**config.mk**
```make
export PLATFORM = sky130hd
export DESIGN_NAME = video_timing
export DESIGN_NICKNAME = d
export VERILOG_FILES = /design/src/common/video_pkg.sv /design/src/hdl/video_timing.sv
export SDC_FILE = /design/constraint.sdc
export NUM_CORES = 1
export LEC_CHECK = 0
export CAP_MARGIN = 20
export CORE_AREA = 2 2 44 46
export DETAILED_ROUTE_END_ITERATION = 16
export DIE_AREA = 0 0 46 48
export DONT_BUFFER_PORTS = 1
export GPL_ROUTABILITY_DRIVEN = 0
export HOLD_SLACK_MARGIN = 0.03
export PLACE_DENSITY = 0.81
export SLEW_MARGIN = 5
export SYNTH_ARGS = -nofsm -noshare
export SYNTH_HDL_FRONTEND = slang
export SYNTH_SLANG_ARGS = --single-unit
```
**constraint.sdc**
```tcl
create_clock -name clk -period 1.67 [get_ports clk]
set_input_delay 0.0835 -clock clk [delete_from_list [all_inputs] [get_ports clk]]
set_output_delay 0.0835 -clock clk [all_outputs]
set_load 0.005 [all_outputs]
```
**src/common/video_pkg.sv**
```systemverilog
// Screen geometry definitions
package video_pkg;

    // the counters are sized for a full 256 pixel line.
    localparam int h_width = 8;
    localparam int v_width = 8;

    // pixels per line and lines per frame.
    // The frame is kept short so a whole frame fits a quick run.
    localparam int h_total = 256;
    localparam int v_total = 16;

    // hdump value at which the next line starts.
    // The fill of the following line also begins here.
    localparam int h_over = 255;

    // clk cycles per pixel.
    // pxl2_cen comes at twice the pixel rate.
    localparam int cen_div = 4;

    // width of the clock-enable divider counter.
    localparam int cen_width = $clog2(cen_div);

    // raster counter types.
    typedef logic [h_width-1:0] hpos_t;
    typedef logic [v_width-1:0] vpos_t;

endpackage

```
**src/hdl/video_timing.sv**
```systemverilog
// Raster timing generator
`timescale 1ns/1ps

module video_timing (
    input  logic             clk,
    input  logic             rst,
    output logic             pxl2_cen,
    output logic             pxl_cen,
    output video_pkg::hpos_t hdump,
    output video_pkg::vpos_t vdump
);
    import video_pkg::*;

    logic [cen_width-1:0] cen_cnt;

    // the divider cycles through cen_div states.
    // pxl2_cen fires on every odd state and pxl_cen on the last one,
    // so the two strobes line up once per pixel.
    always_ff @(posedge clk or posedge rst) begin
        if (rst) begin
            cen_cnt  <= '0;
            pxl2_cen <= 1'b0;
            pxl_cen  <= 1'b0;
        end else begin
            if (cen_cnt == cen_width'(cen_div - 1)) begin
                cen_cnt <= '0;
            end else begin
                cen_cnt <= cen_cnt + 1'b1;
            end
            pxl2_cen <= cen_cnt[0];
            pxl_cen  <= cen_cnt == cen_width'(cen_div - 1);
        end
    end

    // hdump counts pixels and vdump counts lines.
    // vdump only moves on the pixel where hdump wraps.
    always_ff @(posedge clk or posedge rst) begin
        if (rst) begin
            hdump <= '0;
            vdump <= '0;
        end else if (pxl_cen) begin
            if (hdump == hpos_t'(h_total - 1)) begin
                hdump <= '0;
                if (vdump == vpos_t'(v_total - 1)) begin
                    vdump <= '0;
                end else begin
                    vdump <= vdump + 1'b1;
                end
            end else begin
                hdump <= hdump + 1'b1;
            end
        end
    end

    // the line counter stays inside the short frame.
    vdump_range: assert property (@(posedge clk) disable iff (rst)
        int'(vdump) < v_total);

endmodule

```
==> impl.org, run 1 <==
** Setup path
- Data arrival time at the worst-slack endpoint :: between 1500 and 2000 ps
- For this run, the slowest stage of the critical path takes about 370 ps.
- The critical path is of the register to register type.
- The worst setup path is captured at a register.
- The slowest stage of the critical path belongs to the cell sky130_fd_sc_hd__dfrtp_1.
- The signal on the critical path passes through ha_1, nand4_4, nor3_1, mux2_2.
- The worst register-to-register path begins at hdump[1]$_DFFE_PP0P_.
- CP Launch Point :: hdump[1]$_DFFE_PP0P_
- Startpoint types :: register
- Data on the critical path is required at its endpoint by between 1500 and 2000 ps.
- Critical Path Stages :: 4
- The number of cells on the worst reg-to-reg path is 4.
- Of all nets on the critical path, the largest fanout is 11.
- Counting both buffers and inverters, the worst setup path holds a total of 0.
- Top delay family on crit path :: simple AND/OR/NAND/NOR gates

** Timing
- After routing, the total negative slack on setup checks comes to 0 ps.
- Setup repair after global routing left no endpoint under its margin.
- Final Max Tran Viols :: 0
- Period utilisation layout :: 0.910
- Final number of hold-violating endpoints :: 0
- The worst pin sits at a relative slew slack of 0.480.
- Final hold analysis gives a worst-case slack of approximately 350 ps.
- Pin slew with the least headroom to its limit :: 779 ps
- Between clock sinks in the finished design, the worst skew comes to 7.87 ps.
- Final setup violation count :: 0
- The smallest clock period supported by the final layout is computed as between 1500 and 2000 ps.
- Highest attainable clock frequency :: between 0.6 and 0.7 GHz

** Pwr
- Max VDD drop :: 480 uV
- The share of total power dissipated in the clock network is 0.446.
- The internal power of the cells totals 0.000729 W.
- Cell area power density :: roughly 780 nW/um2
- For this design the static power due to leakage is around 0.6 nW.
- Of the total power, registers draw 0.541.
- Switching fraction of total power :: 0.185
- Logic gate share of total power :: 0.013
- The analysis attributes to net switching a power of 0.000165 W.

** Floorplan
- The floorplan has 15 rows.
- The die is 48 um tall.
- IO Pins :: 20
- Placeable core area :: between 1500 and 2000 um2
- In this run the horizontal extent of the chip is about 46 um.
- Effective utilization at floorplan :: 0.592
- Area enclosed by the die boundary :: 2210 um2

** Placement
- Summing all placed instances gives a cell area of 1080 um2.
- Buffers placed on the I/O ports in this run total 0.
- Hpwl dp :: 1420 um
- Number of cells after detailed placement :: 112

** Final layout
- Diode insertion count for antenna repair :: 0
- In the final layout, the share of cells above drive strength 1 is 0.230.
- Once layout is done, the placed cells without fillers occupy between 1000 and 1500 um2.
- For this run, the post-layout net count is 106.
- Post-synthesis to final-layout area growth :: 15.1%
- Leaving out filler cells and counting taps, the final layout contains approximately 120.
- Post-layout util :: 0.681

** Yosys
- Average cell area after synthesis :: 11.5 um2
- Flop and latch count out of synthesis :: 20
- For this run, the register share of the synthesized area comes to 0.501.
- The cell count after synthesis came out at 87.
- Count of synthesis-stage warnings from yosys :: 0
- Number of nets in the synthesized netlist :: 92
- In this run, distinct cell masters in the synthesized netlist total 28.
- The cell area that synthesis handed to floorplanning was 1000 um2.

** Detailed routing
- Total via count in the routed design :: 712
- Once detail routing completed, the nets flagged for antenna violations numbered 0.
- Violation count after the first detailed-routing iteration :: 8
- In the routed layout, each cell is associated on average with a via count of 6.09.
- The first detailed-routing pass ran for 4 iterations.
- Drt total wl :: approximately 1800 um
- For this run, design rule violations remaining after detail routing come to 0.
- After detailed routing, the average wire length per cell comes to 15.7 um.

** Global route
- Wire length of the first global-routing pass :: 3060 um
- The total overflow left after global routing is 0.
- Number of global-route vias before repair :: about 670
- Overall fraction of global-route tracks in use :: 0.207
- The initial antenna violation count is 0.
- Entering global routing, the biggest net connects 21 pins.

** Clock tree
- In this run the number of H-tree levels came out at 1.
- TritonCTS created 3 clock buffers.
- Clock-pin slew was measured on the worst setup and hold paths at 120 ps.
- Total number of clock tree sinks :: 20
- Clock latency at the later pin of the worst-skew pair :: between 300 and 400 ps
- TritonCTS built the clock tree.
- Root Buffer :: sky130_fd_sc_hd__clkbuf_4
- The longest clock path from root to sink contains 2 buffers.

** Run status
- The run finished with clean final reports.

** Hold path
- The path class of the tightest hold or removal check is primary input to async pin.

** Flow run
- Number of max-cap violations :: 0
-- kinds of logic (layout without fill, tap and decap cells) --
group	after synthesis	in the layout	synth area share
simple gates	35	35	0.239
flops	20	20	0.501
compound gates	9	9	0.0588
xor+xnor	7	7	0.0613
buf+inv	7	20	0.0388
mux	6	6	0.0638
fa+ha+maj	3	3	0.0376
-- worst register-to-register path, stage by stage (launching register included) --
cell                      delay (ps)
sky130_fd_sc_hd__dfrtp_1         370
sky130_fd_sc_hd__ha_1            250
sky130_fd_sc_hd__nand4_4         230
sky130_fd_sc_hd__nor3_1          240
sky130_fd_sc_hd__mux2_2          350
-- cell usage in the layout, fill, tap and decap left out, drive strengths merged --
master,instances
dfrtp,20
buf,11
nand3,9
nand2,8
xor2,5
o21ai,5
inv,4
nor2,4
mux2,3
mux2i,3
nor3,3
ha,3
clkbuf,3
nand4,3
nor4,3
xnor2,2
o211ai,2
or4,2
and4,1
and3b,1
a311o,1
or3,1
o311ai,1
bufinv,1
dlygate4sd3,1
-- synth_stat cells --
| cell type | count | area share |
|---|---|---|
| sky130_fd_sc_hd__o211ai_1 | 2 | 0.015 |
| sky130_fd_sc_hd__nand4_4 | 1 | 0.021 |
| sky130_fd_sc_hd__nor3_1 | 3 | 0.015 |
| sky130_fd_sc_hd__xnor2_1 | 2 | 0.018 |
| sky130_fd_sc_hd__buf_4 | 1 | 0.0075 |
| sky130_fd_sc_hd__mux2i_1 | 3 | 0.030 |
| sky130_fd_sc_hd__mux2_2 | 3 | 0.034 |
| sky130_fd_sc_hd__dfrtp_1 | 20 | 0.50 |
| sky130_fd_sc_hd__nand2_1 | 8 | 0.030 |
| sky130_fd_sc_hd__and4_1 | 1 | 0.0088 |
| sky130_fd_sc_hd__or4_1 | 2 | 0.015 |
| sky130_fd_sc_hd__o21ai_1 | 1 | 0.0050 |
| sky130_fd_sc_hd__nand4_1 | 1 | 0.0063 |
| sky130_fd_sc_hd__inv_1 | 4 | 0.015 |
| sky130_fd_sc_hd__a311o_1 | 1 | 0.010 |
| sky130_fd_sc_hd__nand4_2 | 1 | 0.013 |
| sky130_fd_sc_hd__nor4_4 | 2 | 0.043 |
| sky130_fd_sc_hd__nand3_1 | 9 | 0.045 |
| sky130_fd_sc_hd__xor2_1 | 5 | 0.044 |
| sky130_fd_sc_hd__o311ai_0 | 1 | 0.0088 |
| sky130_fd_sc_hd__ha_1 | 3 | 0.038 |
| sky130_fd_sc_hd__nor2_1 | 4 | 0.015 |
| sky130_fd_sc_hd__or3_1 | 1 | 0.0063 |
| sky130_fd_sc_hd__o21ai_0 | 4 | 0.020 |
| sky130_fd_sc_hd__nor4_2 | 1 | 0.013 |
| sky130_fd_sc_hd__and3b_1 | 1 | 0.0088 |
| sky130_fd_sc_hd__buf_6 | 1 | 0.011 |
| sky130_fd_sc_hd__buf_2 | 1 | 0.0050 |
-- layer usage --
layer  part of all wire  up-vias  global-route usage
met5                  0        -                   0
met4              0.025        0               0.120
met3              0.045        5              0.0528
met2               0.51       15               0.331
met1               0.42      350               0.254
li1                   -      342                   -
-- per-stage QoR --
step	total power, W	worst slack [ps]
global placement	0.000503	167
global route	0.000918	47.4
finish	0.000894	151
floorplan	0.000501	230
CTS	0.000898	91.6
detailed placement	0.000503	123
-- final cells by class --
type,count,area (um2)
fill,137,538
sequential,20,500
multi-input combinational,60,469
timing repair buffer,12,92.6
clock inverter,1,30.0
clock buffer,3,22.5
tap,17,21.3
inverter,4,15.0
-- what timing repair did --
action / in CTS / in global routing
gates resized for setup: 0 / 1
setup endpoints to repair: 0 / 1
endpoints found under the hold margin: 20 / 0
setup buffers: 0 / 0
hold buffers: 1 / 0
-- path summary, 6_finish.rpt --
check,end,slack (ps)
hold reg to reg,pxl2_cen$_DFF_PP0_,440
setup reg to reg,vdump[4]$_DFFE_PP0P_,150
max in group asynchronous,cen_cnt[1]$_DFF_PP0_,830
setup / recovery,vdump[4]$_DFFE_PP0P_,150
min in group clk,pxl2_cen$_DFF_PP0_,440
hold / removal,hdump[5]$_DFFE_PP0P_,350
-- sequential cells by signal, indices dropped and copies added, names as in the netlist --
name / flops
pxl_cen: 1
pxl2_cen: 1
cen_cnt: 2
hdump: 8
vdump: 8
-- power groups by stage --
stage | Combinational (W) | Clock (W) | Sequential [W]
after floorplan | 0.00000725 | 0 | 0.000493
final | 0.0000113 | 0.000399 | 0.000484
after global routing | 0.0000138 | 0.000420 | 0.000484
after detailed placement | 0.00000982 | 0 | 0.000493
after global placement | 0.00000963 | 0 | 0.000493
after CTS | 0.0000117 | 0.000403 | 0.000484
No activity file was read; power rests on OpenSTA's default activity.
==> inputs of run 2 (changes only) <==
- PLACE_DENSITY: 0.81 -> 0.74
==> run 2 against run 1 <==
Net effect:
- sequential share of layout area up 0.92 points
- sequential cell count unchanged
- first-iteration DRC count up 38%
- combinational power about the same
- sequential power about the same
- highest routed layer unchanged
- design area down 2.1%
- cell count unchanged
- power down 19%
- via count down 0.56%
- die area unchanged
- critical path depth unchanged
- worst setup slack better by 3.7 ps
==> impl.org, run 2 (same netlist as run 1, synthesis figures left out) <==
** Hold path
- Worst hold path type :: primary input to async pin (unchanged)

** Floorplan
- The width of the die came to 46 um (unchanged).
- The die height is 48 um (unchanged).
- The row count was 15 (unchanged).
- Area enclosed by the die boundary :: 2210 um2 (unchanged)
- Effective utilization at floorplan :: 0.592 (unchanged)
- IO Pins :: 20 (unchanged)
- Placeable core area :: 1690 um2 (unchanged)

** Final layout
- The synthesis-to-finish area growth came to 12.8% (was 15.1%).
- The final non-filler cell total was 117 (unchanged).
- The area taken by flip-flops and latches came to 500 um2 (unchanged).
- Layout cells sized above 1 :: 0.250 (was 0.230)
- Top library cells by usage in the layout, fill and taps aside :: sky130_fd_sc_hd__dfrtp_1 (20), sky130_fd_sc_hd__buf_4 (12), sky130_fd_sc_hd__nand3_1 (9), sky130_fd_sc_hd__nand2_1 (8), sky130_fd_sc_hd__xor2_1 (5) (was sky130_fd_sc_hd__dfrtp_1 (20), sky130_fd_sc_hd__buf_4 (11), sky130_fd_sc_hd__nand3_1 (9), sky130_fd_sc_hd__nand2_1 (8), sky130_fd_sc_hd__xor2_1 (5))
- The most frequent standard cell in the layout excluding fill and tap cells is sky130_fd_sc_hd__dfrtp_1 (unchanged).
- The area occupied by multi-input gates is 468 um2 (was 469 um2).
- The utilization after layout is 0.667 (was 0.681).
- Diode insertion count for antenna repair :: 0 (unchanged)
- Fillcell total :: 142 (was 137)
- Largest registers in the final layout :: hdump: 8 flops, vdump: 8 flops, cen_cnt: 2 flops (unchanged)
- Final #Nets :: 107 (was 106)

** Pwr
- The worst supply voltage drop on vdd is 434 uV (was 480 uV).
- The total leakage power was 0.567 nW (was 0.586 nW).
- The power per standard cell area was 641 nW/um2 (was 777 nW/um2).

** Setup path
- The worst endpoint required time is 1910 ps (was 1880 ps).
- The capturing element type of the critical path is a register (unchanged).
- The critical path class is register to register (unchanged).
- Critical path fanouts, max :: 11 (unchanged)
- The signal arrival time at the worst endpoint was 1760 ps (was 1730 ps).
- The kind of start point of the critical path was a register (unchanged).

** Flow run
- The number of maximum-capacitance violations came to 0 (unchanged).

** Timing
- The worst slew margin relative to its limit came to 0.496 (was 0.480).
- Pin slew with the least headroom to its limit :: 755 ps (was 779 ps)
- The final critical-path setup slack was 155 ps (was 151 ps).
- Period utilisation layout :: 0.907 (was 0.910)
- The worst hold margin was 344 ps (was 348 ps).
- The timing-limited maximum frequency came to 0.660 GHz (was 0.658 GHz).
- Final setup violation count :: 0 (unchanged)
- The final clock skew is 4.65 ps (was 7.87 ps).
- Final Max Tran Viols :: 0 (unchanged)
- Unrepaired setup endpoints after global routing: false (unchanged).
- Final number of hold-violating endpoints :: 0 (unchanged)
- The sum of negative setup slack is 0 ps (unchanged).
- The minimum period implied by the final worst setup slack is 1520 ps (about the same).

** Detailed routing
- Number of remaining DRC errors :: 0 (unchanged)
- The remaining antenna violation count was 0 (unchanged).
- Violation count after the first detailed-routing iteration :: 11 (was 8)
- Average via count per standard cell :: 6.05 (was 6.09)
- Number of detailed-routing iterations run before antenna repair :: 4 (unchanged)
- The post-detailed-routing wire length came to 1840 um (about the same).
- The per-cell routed wire length is 15.7 um (about the same).
- The vias after detailed routing was 708 (was 712).

** Clock tree
- The count of clock tree sinks came to 20 (unchanged).
- The buffer depth of the longest clock path was 2 (unchanged).
- The CTS tree was built (unchanged).
- Number of clock buffers inserted by TritonCTS :: 3 (unchanged)
- The clock latency at the later pin of the worst-skew pair came to 300 ps (was 310 ps).
- Root Buffer :: sky130_fd_sc_hd__clkbuf_4 (unchanged)
- The maximum level of the CTS H-tree came to 1 (unchanged).
- The clock transition time at the flip-flop clock pins of the worst setup and hold paths is 110 ps (was 120 ps).

** Global route
- Remaining global-route overflow :: 0 (unchanged)
- The via count of the first global-routing pass came to 699 (was 672).
- The routing usage on met2 was 0.300 (was 0.331).
- The global-route met3 utilization is 0.0604 (was 0.0528).
- Wire length of the first global-routing pass :: 3030 um (was 3060 um)
- Largest net degree at the start of global routing :: 21 (unchanged)
- Overall fraction of global-route tracks in use :: 0.194 (was 0.207)
- The initial antenna violation count is 0 (unchanged).
- The most used routing layer in global routing was met2 (unchanged).
- Met1 Track Usage GR :: 0.251 (was 0.254)

** Placement
- Port Buffer Count :: 0 (unchanged)
- The worst setup timing slack at the placement stage is 93.3 ps (was 123 ps).
- Hpwl dp :: 1290 um (was 1420 um)
- Number of cells after detailed placement :: 113 (was 112)

** Run status
- Result of the run :: complete, no violations (unchanged)
## run 2: cell count changes in the layout (fill, tap and decap cells not counted), sizes merged
| cell | delta |
|---|---|
| bufinv | -1 |
| buf | +1 |
## run 2: power by group
group	switching (W)	total, W	internal [W]
Combinational	0.00000927	0.0000110	0.00000170
Clock	0.000143	0.000228	0.0000841
Sequential	0	0.000484	0.000484
Total	0.000153	0.000723	0.000570
## run 2: routing by layer
layer,wire [um],up-vias,share of wire
met5,0,-,0
met4,25,0,0.014
met3,120,4,0.065
li1,-,343,-
met2,868,18,0.47
met1,827,343,0.45
## run 2: final cells by class
type | count | share of cell area
multi-input cells | 60 | 0.415
flip-flops and latches | 20 | 0.444
well taps | 17 | 0.0189
repair buffers | 13 | 0.0888
clock buffers | 3 | 0.0200
inverters | 4 | 0.0133
## run 2: path summary, 6_finish.rpt
path,slack (ps),endpoint,start,cells after the start
setup / recovery,150,vdump[3]$_DFFE_PP0P_,hdump[0]$_DFFE_PP0P_,4
hold / removal,340,vdump[7]$_DFFE_PP0P_,rst,2
setup reg to reg,150,vdump[3]$_DFFE_PP0P_,hdump[0]$_DFFE_PP0P_,4
hold reg to reg,430,pxl2_cen$_DFF_PP0_,cen_cnt[0]$_DFF_PP0_,0
max in group asynchronous,850,hdump[3]$_DFFE_PP0P_,rst,2
min in group clk,430,pxl2_cen$_DFF_PP0_,cen_cnt[0]$_DFF_PP0_,0
## run 2: per-stage QoR
stage,power (W),area [um2]
2_1_floorplan,0.000501,1000
3_3_place_gp,0.000503,1090
6_report,0.000723,1130
3_5_place_dp,0.000503,1090
4_1_cts,0.000724,1120
5_1_grt,0.000752,1130
## run 2: repair_timing
item,4_1_cts,5_1_grt
setup buffers,0,0
hold endpoints to repair,20,0
hold buffers,1,0
gates resized for setup,0,2
endpoints found under the setup margin,0,1
## run 2: critical path, cell delays in order, from the launching register on
cell and delay (ps):
sky130_fd_sc_hd__dfrtp_1 370, sky130_fd_sc_hd__ha_2 230, sky130_fd_sc_hd__nand4_4 210, sky130_fd_sc_hd__or4_1 540
sky130_fd_sc_hd__nand3_1 100
==> inputs of run 3 (changes only) <==
- CTS_CLUSTER_SIZE: unset -> 14
- REMOVE_ABC_BUFFERS: unset -> 1
==> run 3 against run 2 <==
Net effect:
- first-iteration DRC count down 18%
- combinational power down 4%
- power up 23%
- register-to-register slack lost 60 ps
- design area up 2.0%
- worst setup slack worse by 58 ps
- fmax fell by 3.7%
- via count stayed put
- sequential share of layout area fell by 0.87 points
- clock power up 74%
- count of clock-buffer cells in the layout unchanged
- sequential cell count stayed put
==> impl.org, run 3 (same netlist as run 1, synthesis figures left out) <==
** Placement
- Port Buffer Count :: 0 (unchanged)
- The worst setup timing slack at the placement stage was 70.6 ps (was 93.3 ps).
- The half-perimeter wire length after placement was 1370 um (was 1290 um).

** Floorplan
- The effective utilization at floorplan is 0.592 (unchanged).
- # rows :: 15 (unchanged)
- Placeable core area :: 1690 um2 (unchanged)
- IO Pins :: 20 (unchanged)
- Width of the die :: 46 um (unchanged)
- Die span in y :: 48 um (unchanged)
- The die area came to 2210 um2 (unchanged).

** Timing
- The setup-violating endpoint count in the final report is 0 (unchanged).
- Relative slew slack :: 0.514 (was 0.496)
- Smallest setup slack after layout :: 96.3 ps (was 155 ps)
- The number of pins exceeding their max-slew limit in the final report is 0 (unchanged).
- Unrepaired setup endpoints after global routing: false (unchanged).
- Highest attainable clock frequency :: 0.635 GHz (was 0.660 GHz)
- Final number of hold-violating endpoints :: 0 (unchanged)
- Pin slew with the least headroom to its limit :: 728 ps (was 755 ps)
- Period utilisation layout :: 0.942 (was 0.907)
- Final period demand of the worst path :: 1570 ps (was 1520 ps)
- Aggregate negative setup slack :: 0 ps (unchanged)
- Skew final :: 14.7 ps (was 4.65 ps)

** Clock tree
- Clock tree from TritonCTS :: built (unchanged)
- Clock input transition at the sequential cells of the worst setup and hold paths :: 130 ps (was 110 ps)
- The clock latency at the later pin of the worst-skew pair came to 310 ps (was 300 ps).
- The count of clock tree sinks came to 20 (unchanged).
- The buffer depth of the longest clock path came to 2 (unchanged).
- The maximum level of the CTS H-tree is 1 (unchanged).
- Gates resized, CTS repair :: 0 (unchanged)
- The CTS buffer count was 3 (unchanged).
- Buffers inserted by post-CTS timing repair :: 0 (unchanged)
- The clock root buffer master is sky130_fd_sc_hd__clkbuf_4 (unchanged).

** Flow run
- The number of maximum-capacitance violations was 0 (unchanged).

** Run status
- Result of the run :: complete, no violations (unchanged)

** Setup path
- Ordered cell list for the critical path: ha_1, nand4_4, nor3_1, mux2_2 (was ha_2, nand4_4, or4_1, nand3_1).
- Startpoint types :: register (unchanged)
- The signal arrival time at the worst endpoint came to 1780 ps (was 1760 ps).
- The cell count of the worst reg-to-reg path is 4 (unchanged).
- Critical path fanouts, max :: 11 (unchanged)
- Delay of the slowest critical-path stage :: 370 ps (was 540 ps)
- Critical-path cell with the highest stage delay :: sky130_fd_sc_hd__dfrtp_1 (was sky130_fd_sc_hd__or4_1)
- The critical path class was register to register (unchanged).
- The worst endpoint required time came to 1880 ps (was 1910 ps).
- Category of the worst setup path capture point :: register (unchanged)

** Detailed routing
- Total via count in the routed design :: 708 (unchanged)
- Average via count per standard cell :: 6.00 (was 6.05)
- Routed length per instance :: 15.5 um (was 15.7 um)
- The remaining antenna violation count came to 0 (unchanged).
- The DRC violation total after the first TritonRoute iteration came to 9 (was 11).
- Drt total wl :: 1830 um (was 1840 um)
- Number of detailed-routing iterations run before antenna repair :: 4 (unchanged)
- The post-route DRC violation count was 0 (unchanged).

** Final layout
- Most frequent standard cell in the layout excluding fill and tap cells :: sky130_fd_sc_hd__dfrtp_1 (unchanged)
- The synthesis-to-finish area growth was 15.0% (was 12.8%).
- Layout cells sized above 1 :: 0.238 (was 0.250)
- The utilization after layout came to 0.681 (was 0.667).
- Top library cells by usage in the layout, fill and taps aside: sky130_fd_sc_hd__dfrtp_1 (20), sky130_fd_sc_hd__buf_4 (12), sky130_fd_sc_hd__nand3_1 (9), sky130_fd_sc_hd__nand2_1 (8), sky130_fd_sc_hd__xor2_1 (5) (unchanged).
- Final #Nets :: 107 (unchanged)
- The number of antenna diodes came to 0 (unchanged).
- The area taken by flip-flops and latches is 500 um2 (unchanged).
- The number of fillers in the final layout is 132 (was 142).
- Multi-input combinational cell area :: 460 um2 (was 468 um2)
- Largest registers in the final layout :: hdump: 8 flops, vdump: 8 flops, cen_cnt: 2 flops (unchanged)

** Global route
- The pin count of the biggest net entering global routing was 21 (unchanged).
- Met1 Track Usage GR :: 0.252 (was 0.251)
- Met2 capacity usage during global routing :: 0.311 (was 0.300)
- Most congested layer reported by global routing :: met2 (unchanged)
- The total congestion overflow after global routing came to 0 (unchanged).
- The global-route wire length before repair came to 3060 um (was 3030 um).
- Number of global-route vias before repair :: 717 (was 699)
- Antenna violations before repair :: 0 (unchanged)
- Overall fraction of global-route tracks in use :: 0.198 (was 0.194)
- The global-route met3 utilization is 0.0604 (unchanged).

** Pwr
- Max VDD drop :: 530 uV (was 434 uV)
- Lkg Pwr :: 0.584 nW (was 0.567 nW)
- The final total power was 0.000891 W (was 0.000723 W).
- The power per standard cell area was 775 nW/um2 (was 641 nW/um2).

** Hold path
- Worst hold path type :: primary input to async pin (unchanged)
run 3: cell count changes in the layout (fill, tap and decap cells not counted):
cell / previous run / this run
sky130_fd_sc_hd__ha_1: 2 / 3
sky130_fd_sc_hd__nor3_1: 2 / 3
sky130_fd_sc_hd__nor3_2: 1 / 0
sky130_fd_sc_hd__bufinv_16: 0 / 1
sky130_fd_sc_hd__ha_2: 1 / 0
run 3: stage by stage:
step / cells / instance area, um2 / hold WS [ps]
final: 118 / 1150 / 317
after global routing: 118 / 1150 / 399
after CTS: 118 / 1150 / 331
after detailed placement: 113 / 1090 / 127
after global placement: 113 / 1090 / 123
after floorplan: 84 / 976 / 47.3
run 3: repair_timing:
| action | in CTS | in global routing |
|---|---|---|
| hold buffers | 1 | 0 |
| setup endpoints to repair | 0 | 0 |
| hold endpoints to repair | 20 | 0 |
run 3: power by group:
group	internal, W	switching, W
registers	0.000484	0
logic	0.00000169	0.00000891
clock network	0.000243	0.000153
run 3: layer usage:
| layer | vias up | share of wire |
|---|---|---|
| li1 | 345 | - |
| met1 | 341 | 0.44 |
| met2 | 20 | 0.50 |
| met3 | 2 | 0.047 |
| met4 | 0 | 0.0066 |
| met5 | - | 0 |
run 3: final cells by class:
cell class,instances,area share
inverters,4,0.0131
clock inverters,1,0.0261
clock buffers,3,0.0196
repair buffers,13,0.0871
flip-flops and latches,20,0.435
multi-input cells,60,0.400
well taps,17,0.0185
run 3: path summary, 6_finish.rpt:
check / startpoint / endpoint / slack [ps]
worst max-delay path: hdump[0]$_DFFE_PP0P_ / vdump[4]$_DFFE_PP0P_ / 100
worst min-delay path: rst / cen_cnt[1]$_DFF_PP0_ / 320
worst max register to register: hdump[0]$_DFFE_PP0P_ / vdump[4]$_DFFE_PP0P_ / 100
worst min register to register: cen_cnt[0]$_DFF_PP0_ / pxl2_cen$_DFF_PP0_ / 450
max in group asynchronous: rst / hdump[4]$_DFFE_PP0P_ / 880
min in group clk: cen_cnt[0]$_DFF_PP0_ / pxl2_cen$_DFF_PP0_ / 450
run 3: critical path: cells and delay by family, from the launching register on:
| kind | cells | cell delay, ps |
|---|---|---|
| adder cells (fa/ha/maj) | 1 | 260 |
| flip-flops | 1 | 370 |
| multiplexers | 1 | 360 |
| AND/OR/NAND/NOR | 2 | 500 |
